File: src/drive_cmd_macros.svh
`ifndef DRIVE_CMD_MACROS_SVH
`define DRIVE_CMD_MACROS_SVH

// Board clock
`define DRV_CLK_FREQ_HZ 50_000_000

// Line rate of the robot controller link
`define DRV_BAUD_RATE 115_200

`define DRV_CLKS_PER_BIT (`DRV_CLK_FREQ_HZ / `DRV_BAUD_RATE)  // 434 clocks per bit

// Idle clocks before each message, none by default
`define DRV_GAP_CYCLES 0

// Longest command line, left and right turns
`define DRV_MSG_MAX 27
`define DRV_IDX_W $clog2(`DRV_MSG_MAX + 1)  // Byte index and length width, 5

`endif
File: src/drive_cmd_pkg.sv
package drive_cmd_pkg;

    // Drive command, encoding matches the mode_sel switch codes
    typedef enum logic [2:0] {
        MODE_STOP  = 3'd0,
        MODE_LEFT  = 3'd1,
        MODE_RIGHT = 3'd2,
        MODE_FAST  = 3'd3,
        MODE_SLOW  = 3'd4
    } drive_mode_t;

    // Message sequencer FSM
    typedef enum logic [1:0] {
        SEQ_GAP,   // Idle gap, mode latched at its end
        SEQ_SEND,  // Hand next byte over
        SEQ_WAIT,  // Frame on the line
        SEQ_END    // Message complete
    } seq_state_t;

    // Serial transmitter FSM
    typedef enum logic [1:0] {
        TX_IDLE,
        TX_START,
        TX_DATA,
        TX_STOP
    } tx_state_t;

endpackage

File: src/json_uart_top.sv
`timescale 1ns/100ps

`include "drive_cmd_macros.svh"

module json_uart_top
    import drive_cmd_pkg::*;
#(
    parameter int CLKS_PER_BIT = `DRV_CLKS_PER_BIT,
    parameter int GAP_CYCLES   = `DRV_GAP_CYCLES
) (
    input  logic        clk,
    input  logic        rst,
    input  logic [2:0]  mode_sel,   // Drive command switches
    output logic        uart_txd,
    output logic [17:0] leds,
    output logic        done        // One pulse per message
);

    drive_mode_t              msg_mode;
    logic [`DRV_IDX_W-1:0]    byte_idx;
    logic [`DRV_IDX_W-1:0]    msg_len;
    logic [7:0]               msg_byte;
    logic [7:0]               tx_data;
    logic                     tx_start;
    logic                     tx_ready;
    logic                     busy;
    logic [7:0]               last_byte;  // Byte most recently handed to the UART
    logic                     msg_seen;   // Sticky, a message has completed

    cmd_message_rom u_rom (
        .msg_mode (msg_mode),
        .byte_idx (byte_idx),
        .msg_byte (msg_byte),
        .msg_len  (msg_len)
    );

    frame_sequencer #(
        .GAP_CYCLES (GAP_CYCLES)
    ) u_seq (
        .clk      (clk),
        .rst      (rst),
        .mode_sel (mode_sel),
        .msg_byte (msg_byte),
        .msg_len  (msg_len),
        .tx_ready (tx_ready),
        .msg_mode (msg_mode),
        .byte_idx (byte_idx),
        .tx_data  (tx_data),
        .tx_start (tx_start),
        .busy     (busy),
        .done     (done)
    );

    uart_tx #(
        .CLKS_PER_BIT (CLKS_PER_BIT)
    ) u_tx (
        .clk      (clk),
        .rst      (rst),
        .tx_data  (tx_data),
        .tx_start (tx_start),
        .tx_ready (tx_ready),
        .txd      (uart_txd)
    );

    // LED status registers
    always_ff @(posedge clk or posedge rst) begin
        if (rst) begin
            last_byte <= 8'h00;
            msg_seen  <= 1'b0;
        end else begin
            if (tx_start) begin
                last_byte <= tx_data;
            end
            if (done) begin
                msg_seen <= 1'b1;  // Cleared only by reset
            end
        end
    end

    // Bits 15..13 unused
    assign leds = {msg_seen, busy, 3'b000, byte_idx, last_byte};

endmodule

File: src/uart_tx.sv
`timescale 1ns/100ps

`include "drive_cmd_macros.svh"

module uart_tx
    import drive_cmd_pkg::*;
#(
    parameter int CLKS_PER_BIT = `DRV_CLKS_PER_BIT
) (
    input  logic       clk,
    input  logic       rst,
    input  logic [7:0] tx_data,
    input  logic       tx_start,
    output logic       tx_ready,
    output logic       txd
);

    localparam int CNT_W = (CLKS_PER_BIT > 1) ? $clog2(CLKS_PER_BIT) : 1;

    tx_state_t         state;
    logic [CNT_W-1:0]  clk_cnt;   // Clocks into the current bit
    logic [2:0]        bit_cnt;   // Data bit on the line
    logic [7:0]        shreg;     // Data bits, LSB goes out first
    logic              bit_end;

    assign bit_end = (clk_cnt == CNT_W'(CLKS_PER_BIT - 1));

    // txd registered and set on each state change, clean pin
    always_ff @(posedge clk or posedge rst) begin
        if (rst) begin
            state   <= TX_IDLE;
            clk_cnt <= '0;
            bit_cnt <= '0;
            txd     <= 1'b1;  // Line idles high
        end else begin
            case (state)
                TX_IDLE: begin
                    clk_cnt <= '0;
                    if (tx_start) begin
                        txd   <= 1'b0;  // Start bit
                        state <= TX_START;
                    end
                end
                TX_START: begin
                    if (bit_end) begin
                        clk_cnt <= '0;
                        bit_cnt <= '0;
                        txd     <= shreg[0];
                        state   <= TX_DATA;
                    end else begin
                        clk_cnt <= clk_cnt + 1'b1;
                    end
                end
                TX_DATA: begin
                    if (bit_end) begin
                        clk_cnt <= '0;
                        if (bit_cnt == 3'd7) begin
                            txd   <= 1'b1;  // Stop bit
                            state <= TX_STOP;
                        end else begin
                            bit_cnt <= bit_cnt + 1'b1;
                            txd     <= shreg[1];  // Next bit before the shift lands
                        end
                    end else begin
                        clk_cnt <= clk_cnt + 1'b1;
                    end
                end
                default: begin  // TX_STOP
                    if (bit_end) begin
                        clk_cnt <= '0;
                        state   <= TX_IDLE;
                    end else begin
                        clk_cnt <= clk_cnt + 1'b1;
                    end
                end
            endcase
        end
    end

    // Payload shifter
    always_ff @(posedge clk) begin
        if (state == TX_IDLE && tx_start) begin
            shreg <= tx_data;
        end else if (state == TX_DATA && bit_end) begin
            shreg <= {1'b0, shreg[7:1]};
        end
    end

    assign tx_ready = (state == TX_IDLE);

    a_line_level : assert property (@(posedge clk) disable iff (rst)
        ((state == TX_IDLE || state == TX_STOP) |-> txd) and
        ((state == TX_START) |-> !txd))
        else $error("txd level does not match frame state");

    // Ready held low for the whole frame, back one full frame after the strobe
    a_frame_len : assert property (@(posedge clk) disable iff (rst)
        $rose(tx_ready) |-> $past(tx_start, 10 * CLKS_PER_BIT + 1))
        else $error("tx_ready returned at the wrong time after a frame");

endmodule

File: src/frame_sequencer.sv
`timescale 1ns/100ps

`include "drive_cmd_macros.svh"

module frame_sequencer
    import drive_cmd_pkg::*;
#(
    parameter int GAP_CYCLES = `DRV_GAP_CYCLES
) (
    input  logic                     clk,
    input  logic                     rst,
    input  logic [2:0]               mode_sel,
    input  logic [7:0]               msg_byte,
    input  logic [`DRV_IDX_W-1:0]    msg_len,
    input  logic                     tx_ready,
    output drive_mode_t              msg_mode,
    output logic [`DRV_IDX_W-1:0]    byte_idx,
    output logic [7:0]               tx_data,
    output logic                     tx_start,
    output logic                     busy,
    output logic                     done
);

    localparam int GAP_W = (GAP_CYCLES > 0) ? $clog2(GAP_CYCLES + 1) : 1;

    seq_state_t        state;
    logic [GAP_W-1:0]  gap_cnt;
    drive_mode_t       mode_dec;  // Switch code as a drive mode

    // Spare codes 5..7 fall back to stop
    always_comb begin
        case (mode_sel)
            3'd1:    mode_dec = MODE_LEFT;
            3'd2:    mode_dec = MODE_RIGHT;
            3'd3:    mode_dec = MODE_FAST;
            3'd4:    mode_dec = MODE_SLOW;
            default: mode_dec = MODE_STOP;
        endcase
    end

    always_ff @(posedge clk or posedge rst) begin
        if (rst) begin
            state    <= SEQ_GAP;
            gap_cnt  <= '0;
            msg_mode <= MODE_STOP;
            byte_idx <= '0;
            tx_start <= 1'b0;
        end else begin
            tx_start <= 1'b0;  // Single-cycle strobe
            case (state)
                SEQ_GAP: begin
                    if (gap_cnt == GAP_W'(GAP_CYCLES)) begin
                        gap_cnt  <= '0;
                        msg_mode <= mode_dec;  // Held for the whole message
                        byte_idx <= '0;
                        state    <= SEQ_SEND;
                    end else begin
                        gap_cnt <= gap_cnt + 1'b1;
                    end
                end
                SEQ_SEND: begin
                    if (tx_ready) begin
                        tx_start <= 1'b1;
                        byte_idx <= byte_idx + 1'b1;
                        state    <= SEQ_WAIT;
                    end
                end
                SEQ_WAIT: begin
                    // Ready is still high while the strobe is out
                    if (tx_ready && !tx_start) begin
                        state <= (byte_idx == msg_len) ? SEQ_END : SEQ_SEND;
                    end
                end
                default: begin  // SEQ_END
                    state <= SEQ_GAP;
                end
            endcase
        end
    end

    // Byte goes out with the strobe
    always_ff @(posedge clk) begin
        if (state == SEQ_SEND && tx_ready) begin
            tx_data <= msg_byte;
        end
    end

    assign busy = (state != SEQ_GAP);
    assign done = (state == SEQ_END);

    // Relies on the transmitter holding ready until it takes the byte
    a_start_ready : assert property (@(posedge clk) disable iff (rst)
        tx_start |-> tx_ready)
        else $error("tx_start raised while transmitter busy");

    a_done_pulse : assert property (@(posedge clk) disable iff (rst)
        done |=> !done)
        else $error("done longer than one cycle");

    // No mode change once a message has started
    a_mode_hold : assert property (@(posedge clk) disable iff (rst)
        (state != SEQ_GAP && $past(state) != SEQ_GAP) |-> $stable(msg_mode))
        else $error("msg_mode changed inside a message");

endmodule

File: src/cmd_message_rom.sv
`timescale 1ns/100ps

`include "drive_cmd_macros.svh"

module cmd_message_rom
    import drive_cmd_pkg::*;
(
    input  drive_mode_t              msg_mode,
    input  logic [`DRV_IDX_W-1:0]    byte_idx,
    output logic [7:0]               msg_byte,
    output logic [`DRV_IDX_W-1:0]    msg_len
);

    localparam int TXT_W = 8 * `DRV_MSG_MAX;

    // Command lines, byte 0 in the top byte
    // Shorter lines padded with newlines up to the full width
    // so any index past the end reads back as a newline
    // Minus sign is plain ASCII 2D here
    localparam logic [TXT_W-1:0] TXT_STOP  = {
        "{\"T\":1,\"L\":0,\"R\":0}", {8{8'h0A}}
    };
    localparam logic [TXT_W-1:0] TXT_LEFT  = {
        "{\"T\":1,\"L\":-0.25,\"R\":0.25}", 8'h0A
    };
    localparam logic [TXT_W-1:0] TXT_RIGHT = {
        "{\"T\":1,\"L\":0.25,\"R\":-0.25}", 8'h0A
    };
    localparam logic [TXT_W-1:0] TXT_FAST  = {
        "{\"T\":1,\"L\":0.5,\"R\":0.5}", {4{8'h0A}}
    };
    localparam logic [TXT_W-1:0] TXT_SLOW  = {
        "{\"T\":1,\"L\":0.25,\"R\":0.25}", {2{8'h0A}}
    };

    // Line lengths including the newline
    localparam logic [`DRV_IDX_W-1:0] LEN_STOP  = `DRV_IDX_W'(20);
    localparam logic [`DRV_IDX_W-1:0] LEN_LEFT  = `DRV_IDX_W'(27);
    localparam logic [`DRV_IDX_W-1:0] LEN_RIGHT = `DRV_IDX_W'(27);
    localparam logic [`DRV_IDX_W-1:0] LEN_FAST  = `DRV_IDX_W'(24);
    localparam logic [`DRV_IDX_W-1:0] LEN_SLOW  = `DRV_IDX_W'(26);

    logic [TXT_W-1:0] txt;  // Selected line

    // Byte idx counted from the top of the packed text
    function automatic logic [7:0] pick_byte(
        input logic [TXT_W-1:0]        line,
        input logic [`DRV_IDX_W-1:0]   idx
    );
        int pos;
        pos = `DRV_MSG_MAX - 1 - int'(idx);
        pick_byte = line[8*pos +: 8];
    endfunction

    always_comb begin
        txt     = TXT_STOP;
        msg_len = LEN_STOP;
        case (msg_mode)
            MODE_LEFT: begin
                txt     = TXT_LEFT;
                msg_len = LEN_LEFT;
            end
            MODE_RIGHT: begin
                txt     = TXT_RIGHT;
                msg_len = LEN_RIGHT;
            end
            MODE_FAST: begin
                txt     = TXT_FAST;
                msg_len = LEN_FAST;
            end
            MODE_SLOW: begin
                txt     = TXT_SLOW;
                msg_len = LEN_SLOW;
            end
            default: begin  // MODE_STOP
                txt     = TXT_STOP;
                msg_len = LEN_STOP;
            end
        endcase
    end

    // Indices 27..31 sit outside the table
    always_comb begin
        if (int'(byte_idx) < `DRV_MSG_MAX) begin
            msg_byte = pick_byte(txt, byte_idx);
        end else begin
            msg_byte = 8'h0A;
        end
    end

endmodule

File: config.mk
export PLATFORM = sky130hd
export DESIGN_NAME = json_uart_top
export DESIGN_NICKNAME = d
export VERILOG_FILES = /design/src/drive_cmd_pkg.sv /design/src/json_uart_top.sv /design/src/uart_tx.sv /design/src/frame_sequencer.sv /design/src/cmd_message_rom.sv
export VERILOG_INCLUDE_DIRS = /design/src /design/src/src
export SDC_FILE = /design/constraint.sdc
export NUM_CORES = 1
export LEC_CHECK = 0
export CAP_MARGIN = 20
export CORE_UTILIZATION = 45
export CTS_BUF_LIST = sky130_fd_sc_hd__clkbuf_4
export CTS_CLUSTER_DIAMETER = 40
export DETAILED_ROUTE_END_ITERATION = 10
export DONT_BUFFER_PORTS = 1
export MAX_ROUTING_LAYER = met4
export PLACE_DENSITY = 0.69
export SYNTH_ARGS = -nofsm -noshare
export SYNTH_HDL_FRONTEND = slang
export SYNTH_HIERARCHICAL = 1
export SYNTH_SLANG_ARGS = --single-unit
File: constraint.sdc
create_clock -name clk -period 2.2 [get_ports clk]
set_input_delay 0.11 -clock clk [delete_from_list [all_inputs] [get_ports clk]]
set_output_delay 0.11 -clock clk [all_outputs]
set_load 0.03 [all_outputs]
==> results of run 1 <==
## cell usage after synthesis (3+ instances only)
master    number  area [µm²]
nand2_1       37         139
inv_1         15        56.3
edfxtp_1      16         480
o21ai_0       18        90.1
nor2b_1        3        18.8
a221o_1        3        30.0
buf_4         10        75.1
mux2_2         7        78.8
nand3_1        9        45.0
nand2b_1       6        37.5
and3_1         6        37.5
dfrtp_1       34         851
o211ai_1       7        52.6
a211oi_1       3        22.5
nor2_1        27         101
conb_1         3        11.3
mux2_4         8         120
a31oi_1        5        31.3
a21oi_1       20         100
nor3_1        15        75.1
o221ai_1       4        35.0
buf_2         16        80.1
a21o_1         3        22.5
o22ai_1        6        37.5
xor2_1         4        35.0
mux2i_1        8        80.1
ha_1          11         138
xnor2_1       18         158
nand4_1        4        25.0
o31ai_1        4        30.0
## final cells by class
cell class                      count  area (µm²)
Clock inverter                      2        36.3
Timing Repair Buffer               69         564
Inverter                           16        68.8
Clock buffer                        6        45.0
Sequential cell                    51        1360
Multi-Input combinational cell    293        2110
Fill cell                         703        3450
Tap cell                          102         128
## sequential cells by signal (all words and copies together), names as in the netlist, 3 cells and up
name / count
last_byte: 8
u_tx/shreg: 8
u_seq/msg_mode: 3
u_tx/bit_cnt: 3
u_tx/clk_cnt: 9
u_seq/byte_idx: 5
u_seq/tx_data: 8
## per-layer routing
layer	GRT usage, %	vias to the layer above	wire [µm]	share of wire, %
met1	29.8	1499	4160	44
li1	-	1496	-	-
met3	3.73	29	418	4.4
met5	-	-	0	0
met2	39.9	112	4570	48
met4	9.51	0	320	3.4
## critical path: stages, from the launching register on
cell and delay, ns:
dfrtp_2 0.46, buf_6 0.15, buf_12 0.15, xnor2_1 0.16, o211ai_1 0.32, o22ai_1 0.18
a221oi_1 0.31, o21ai_0 0.14
## path summary, 6_finish.rpt
path,to,depth (start not counted)
hold / removal,last_byte[6],2
max in group asynchronous,u_tx/state[0],2
hold reg to reg,last_byte[4],1
min in group clk,u_seq/msg_mode[1],3
setup / recovery,u_seq/tx_data[6],7
setup reg to reg,u_seq/tx_data[6],7
## power groups by stage
stage | Sequential, W | Combinational [W] | Clock (W)
after floorplan | 0.00175 | 0.00250 | 0
after CTS | 0.00178 | 0.00360 | 0.000575
final | 0.00178 | 0.00387 | 0.000554
after detailed placement | 0.00180 | 0.00357 | 0
after global routing | 0.00183 | 0.00426 | 0.000609
after global placement | 0.00177 | 0.00358 | 0
## metrics by stage
| stage | TNS [ns] | util (%) | total power [W] | instance area (µm²) | setup WS [ns] |
|---|---|---|---|---|---|
| final | 0 | 55.6 | 0.00620 | 4320 | 0.0878 |
| after global routing | -0.0232 | 55.6 | 0.00670 | 4320 | -0.0155 |
| after CTS | 0 | 53.8 | 0.00596 | 4180 | 0.0132 |
| after detailed placement | 0 | 52.1 | 0.00537 | 4050 | 0.00490 |
| after global placement | 0 | 52.1 | 0.00535 | 4050 | 0.0308 |
| after floorplan | 0 | - | 0.00425 | 3650 | 0.0279 |
## logic make-up (layout without fill, tap and decap cells)
kind of cell	Yosys count	after routing	share of synthesized area, %
compound gates	99	99	18.7
xor+xnor	24	24	6.19
fa+ha+maj	11	11	3.78
buf+inv	46	93	6.88
flops	51	51	37.3
mux	25	25	8.29
other cells	3	5	0.310
simple gates	129	129	18.5
## what timing repair did
item	CTS	global route
resized for setup	1	17
gates cloned	0	1
pin swaps	0	2
endpoints found under the hold margin	37	0
hold buffers	5	0
endpoints found under the setup margin	2	7
buffers inserted	0	4
==> reports/qor.txt, run 1 <==
Cell Count, Final, Fillers Out -> 539
Total gr overflow -> 0
Number of flops mapped to enable cells by yosys -> 16
Post-synthesis cell area -> 0.00364 mm²
Leakage -> 1.81 nW
Yosys Warn Count -> 6
CP Data Arrival Time -> 2.24 ns
Pin slew with the least headroom to its limit -> 0.583 ns
Core Area -> 0.00777 mm²
Pin count of the biggest net entering global routing -> 24
CTS Buf Count -> 5
Avg WL per Cell -> 17.6 µm
Max FO, Critical Path -> 13
Routed via count -> 3136
Setup violators final -> 0
Crit path from -> u_seq/byte_idx[0]
Cell Rows -> 32
Final period utilization -> 96.0%
Hold crit path type -> primary input to asynchronous set/reset pin
MaxCap Viol Count -> 0
Worst-path clk slew -> 0.16 ns
Min Tclk post-route -> 2.11 ns
Cell count after placement -> 521
Gate Count Post-Synth -> 388
Worst r2r src -> u_seq/byte_idx[0]
PwrDens -> 1440 mW/mm²
Fmax -> 473 MHz
CTS root buffer -> clkbuf_4
CTS tree -> yes
Final WL -> 9470 µm
Initial DRC Count -> 279
Tightest slew margin relative to the limit -> 61.1%
Final ANT Viol Nets -> 0
Most frequent cells in the layout -> buf_4, nand2_1, dfrtp_1
CP startpoint kind -> register
Leading cell type in the layout, fill and taps excluded -> buf_4
Skew-Pair Late Insertion Delay -> 0.37 ns
First-pass detailed-route iteration total -> 5
DIE AREA -> 0.00845 mm²
Sink Count -> 51
Flops & latches, synth -> 51
Switching Power -> 0.00286 W
Syn avg cell area -> 9.37 µm²
Vias in the first global route -> 3138
RSZ-0062 raised after global routing -> true
Register area share after synthesis -> 37.3%
Global-route wire length before repair -> 15800 µm
DP HPWL -> 7210 µm
CTS max path bufs -> 2
Via/cell ratio -> 5.82
Net count reported at finish -> 452
Gp weighted congestion -> 1.00
Power share of the combinational group -> 62.4%
Int Power -> 0.00335 W
Worst R2R Setup Slack -> 0.09 ns
Antenna cells -> 0
Initial antenna violation count -> 0
Setup skew after layout -> 0.0241 ns
P&R area growth vs syn -> 18.6%
Final hold violations -> 0
Die Width -> 91.9 µm
Drt drc -> 0
Dominant synthesized flop cell -> dfrtp_1
Starting Density -> 46.8%
IO Port Bufs -> 0
Final hold slack -> 0.209 ns
Run status -> finished, final reports clean
Max VDD drop -> 718 µV
Switching Share -> 46.1%
Setup crit end kind -> register
Die height -> 91.9 µm
CP Data Required Time -> 2.33 ns
I/O pin cnt -> 25
Share of layout cells above drive strength 1 -> 27.7%
Synth unique cells -> 74
Post-synth ARST share -> 68.6%
GRT Util Overall -> 24.2%
Clock network power share -> 8.9%
Critical path type -> register to register
Sequential share of power -> 28.7%
Fin. max-slew vios -> 0
H-tree levels -> 2
(Power assumes the default switching activity.)
==> inputs of run 2 (changes only) <==
Settings changed: CTS_BUF_LIST sky130_fd_sc_hd__clkbuf_4 to sky130_fd_sc_hd__clkbuf_8.
==> reports/qor.txt, run 2 (synthesis gave the netlist of run 1 again) <==
Worst R2R Setup Slack -> 0.08 ns (was 0.09 ns)
Fin. max-slew vios -> 0 (unchanged)
GRT Util Overall -> 24.2% (unchanged)
P&R area growth vs syn -> 17.5% (was 18.6%)
Max FO, Critical Path -> 23 (was 13)
CP Data Arrival Time -> 2.17 ns (was 2.24 ns)
Final period utilization -> 96.4% (was 96.0%)
Setup violators final -> 0 (unchanged)
Share of layout cells above drive strength 1 -> 26.6% (was 27.7%)
Antenna cells -> 0 (unchanged)
Final hold violations -> 0 (unchanged)
CTS tree -> yes (unchanged)
Pin count of the biggest net entering global routing -> 24 (unchanged)
Cell Rows -> 32 (unchanged)
Sink Count -> 51 (unchanged)
Setup skew after layout -> 0.0179 ns (was 0.0241 ns)
Worst R2R Path Depth -> 6 (was 7)
Hold crit path type -> primary input to register (was primary input to asynchronous set/reset pin)
Largest register FFs -> 9 (unchanged)
PwrDens -> 1460 mW/mm² (was 1440 mW/mm²)
MaxCap Viol Count -> 0 (unchanged)
Skew-Pair Late Insertion Delay -> 0.31 ns (was 0.37 ns)
CTS Buf Count -> 5 (unchanged)
CP startpoint kind -> register (unchanged)
Avg WL per Cell -> 17.5 µm (was 17.6 µm)
Tot Pwr -> 0.00623 W (was 0.00620 W)
Initial antenna violation count -> 0 (unchanged)
Setup TNS Final -> 0 ns (unchanged)
Core Area -> 0.00777 mm² (unchanged)
Final Worst Setup Slack -> 0.0790 ns (was 0.0878 ns)
Die height -> 91.9 µm (unchanged)
Initial DRC Count -> 237 (was 279)
Min Tclk post-route -> 2.12 ns (was 2.11 ns)
Biggest register -> u_tx/clk_cnt (unchanged)
Setup crit end kind -> register (unchanged)
Via/cell ratio -> 5.76 (was 5.82)
Storage element area -> 0.00136 mm² (unchanged)
Worst path cell trace -> buf_4 -> buf_12 -> or3_1 -> a211oi_2 -> o31ai_2 -> o311a_1 (was buf_6 -> buf_12 -> xnor2_1 -> o211ai_1 -> o22ai_1 -> a221oi_1 -> o21ai_0)
Total gr overflow -> 0 (unchanged)
Starting Density -> 46.8% (unchanged)
Net count reported at finish -> 447 (was 452)
Slowest CP cell -> dfrtp_2 (unchanged)
Global-route wire length before repair -> 15800 µm (about the same)
WP depth -> 6 (was 7)
Die Width -> 91.9 µm (unchanged)
Crit path buffers/inverters -> 2 (unchanged)
Fillcell total -> 708 (was 703)
Worst stage delay on the critical path -> 0.44 ns (was 0.46 ns)
Area occupied by multi-input gates -> 0.00210 mm² (was 0.00211 mm²)
Leading cell type in the layout, fill and taps excluded -> buf_4 (unchanged)
Leakage -> 1.79 nW (was 1.81 nW)
Final ANT Viol Nets -> 0 (unchanged)
Tightest slew margin relative to the limit -> 61.1% (about the same)
Max VDD drop -> 653 µV (was 718 µV)
CP Data Required Time -> 2.25 ns (was 2.33 ns)
Gp weighted congestion -> 1.00 (unchanged)
Place WS -> 0.00490 ns (unchanged)
WHS Endpoint -> u_seq/msg_mode[2]
Pin slew with the least headroom to its limit -> 0.583 ns (about the same)
Reg-to-Reg End -> u_seq/tx_data[1] (was u_seq/tx_data[6])
WHS Path Cells -> 2
IO Port Bufs -> 0 (unchanged)
Fmax -> 471 MHz (was 473 MHz)
CTS max path bufs -> 2 (unchanged)
Hold Crit Start -> mode_sel[0]
CTS root buffer -> clkbuf_8 (was clkbuf_4)
RSZ-0062 raised after global routing -> true (unchanged)
Routed via count -> 3074 (was 3136)
Run status -> finished, final reports clean (unchanged)
Final WL -> 9370 µm (was 9470 µm)
DIE AREA -> 0.00845 mm² (unchanged)
Worst r2r src -> u_seq/byte_idx[0] (unchanged)
H-tree levels -> 2 (unchanged)
Post-layout util -> 55.0% (was 55.6%)
Top delay family on crit path -> compound AO/OA/AOI/OAI gates (unchanged)
Most frequent cells in the layout -> buf_4, nand2_1, dfrtp_1 (unchanged)
Drt drc -> 0 (unchanged)
First-pass detailed-route iteration total -> 4 (was 5)
I/O pin cnt -> 25 (unchanged)
Critical path type -> register to register (unchanged)
Worst-path clk slew -> 0.09 ns (was 0.16 ns)
Vias in the first global route -> 3139 (was 3138)
DP HPWL -> 7210 µm (unchanged)
-- run 2: worst reg2reg max path, cell delays in order, from the launching register on --
cell and delay (ns):
dfrtp_2 0.44, buf_4 0.16, buf_12 0.16, or3_1 0.38, a211oi_2 0.23, o31ai_2 0.12
o311a_1 0.37
-- run 2: routing by layer --
metal | part of all wire, % | global-route usage, %
met2 | 48 | 39.7
met5 | 0 | -
met1 | 45 | 30.0
met3 | 4.2 | 3.23
met4 | 3.1 | 10.0
-- run 2: report_power, final --
group | internal, W | switching [W] | total, W | leakage [nW]
Clock | 0.000336 | 0.000316 | 0.000652 | 0.0599
Combinational | 0.00171 | 0.00209 | 0.00380 | 1.15
Sequential | 0.00133 | 0.000450 | 0.00178 | 0.585
-- run 2: layout make-up --
cell class / count / share of cell area [%]
Inverter: 16 / 1.61
Sequential cell: 51 / 31.8
Clock inverter: 3 / 0.937
Clock buffer: 5 / 1.61
Tap cell: 102 / 2.99
Timing Repair Buffer: 64 / 11.8
Multi-Input combinational cell: 293 / 49.3
-- run 2: through the flow --
| stage | area, µm² | std cells | hold WS (ns) |
|---|---|---|---|
| after floorplan | 3650 | 390 | -0.0621 |
| after global placement | 4050 | 521 | -0.00473 |
| after detailed placement | 4050 | 521 | 0.00670 |
| after CTS | 4200 | 533 | 0.0323 |
| after global routing | 4270 | 534 | 0.0412 |
| final | 4270 | 534 | 0.0395 |
-- run 2: worst max-delay path by stage --
stage / start / to / slack (ns)
floorplan: u_seq/byte_idx[0] / u_seq/tx_data[2] / 0.03
global placement: u_seq/byte_idx[0] / u_seq/tx_data[1] / 0.03
detailed placement: u_seq/byte_idx[0] / u_seq/tx_data[2] / 0.005
CTS: u_seq/byte_idx[1] / u_seq/tx_data[2] / 0.03
global route: u_seq/byte_idx[0] / u_seq/tx_data[4] / -0.01
finish: u_seq/byte_idx[0] / u_seq/tx_data[1] / 0.08
-- run 2: what timing repair did --
item | in CTS | in global routing
gates resized for setup | 1 | 14
setup buffers | 0 | 1
hold buffers | 4 | 0
endpoints found under the setup margin | 1 | 7
endpoints found under the hold margin | 37 | 0
pin swaps | 0 | 5
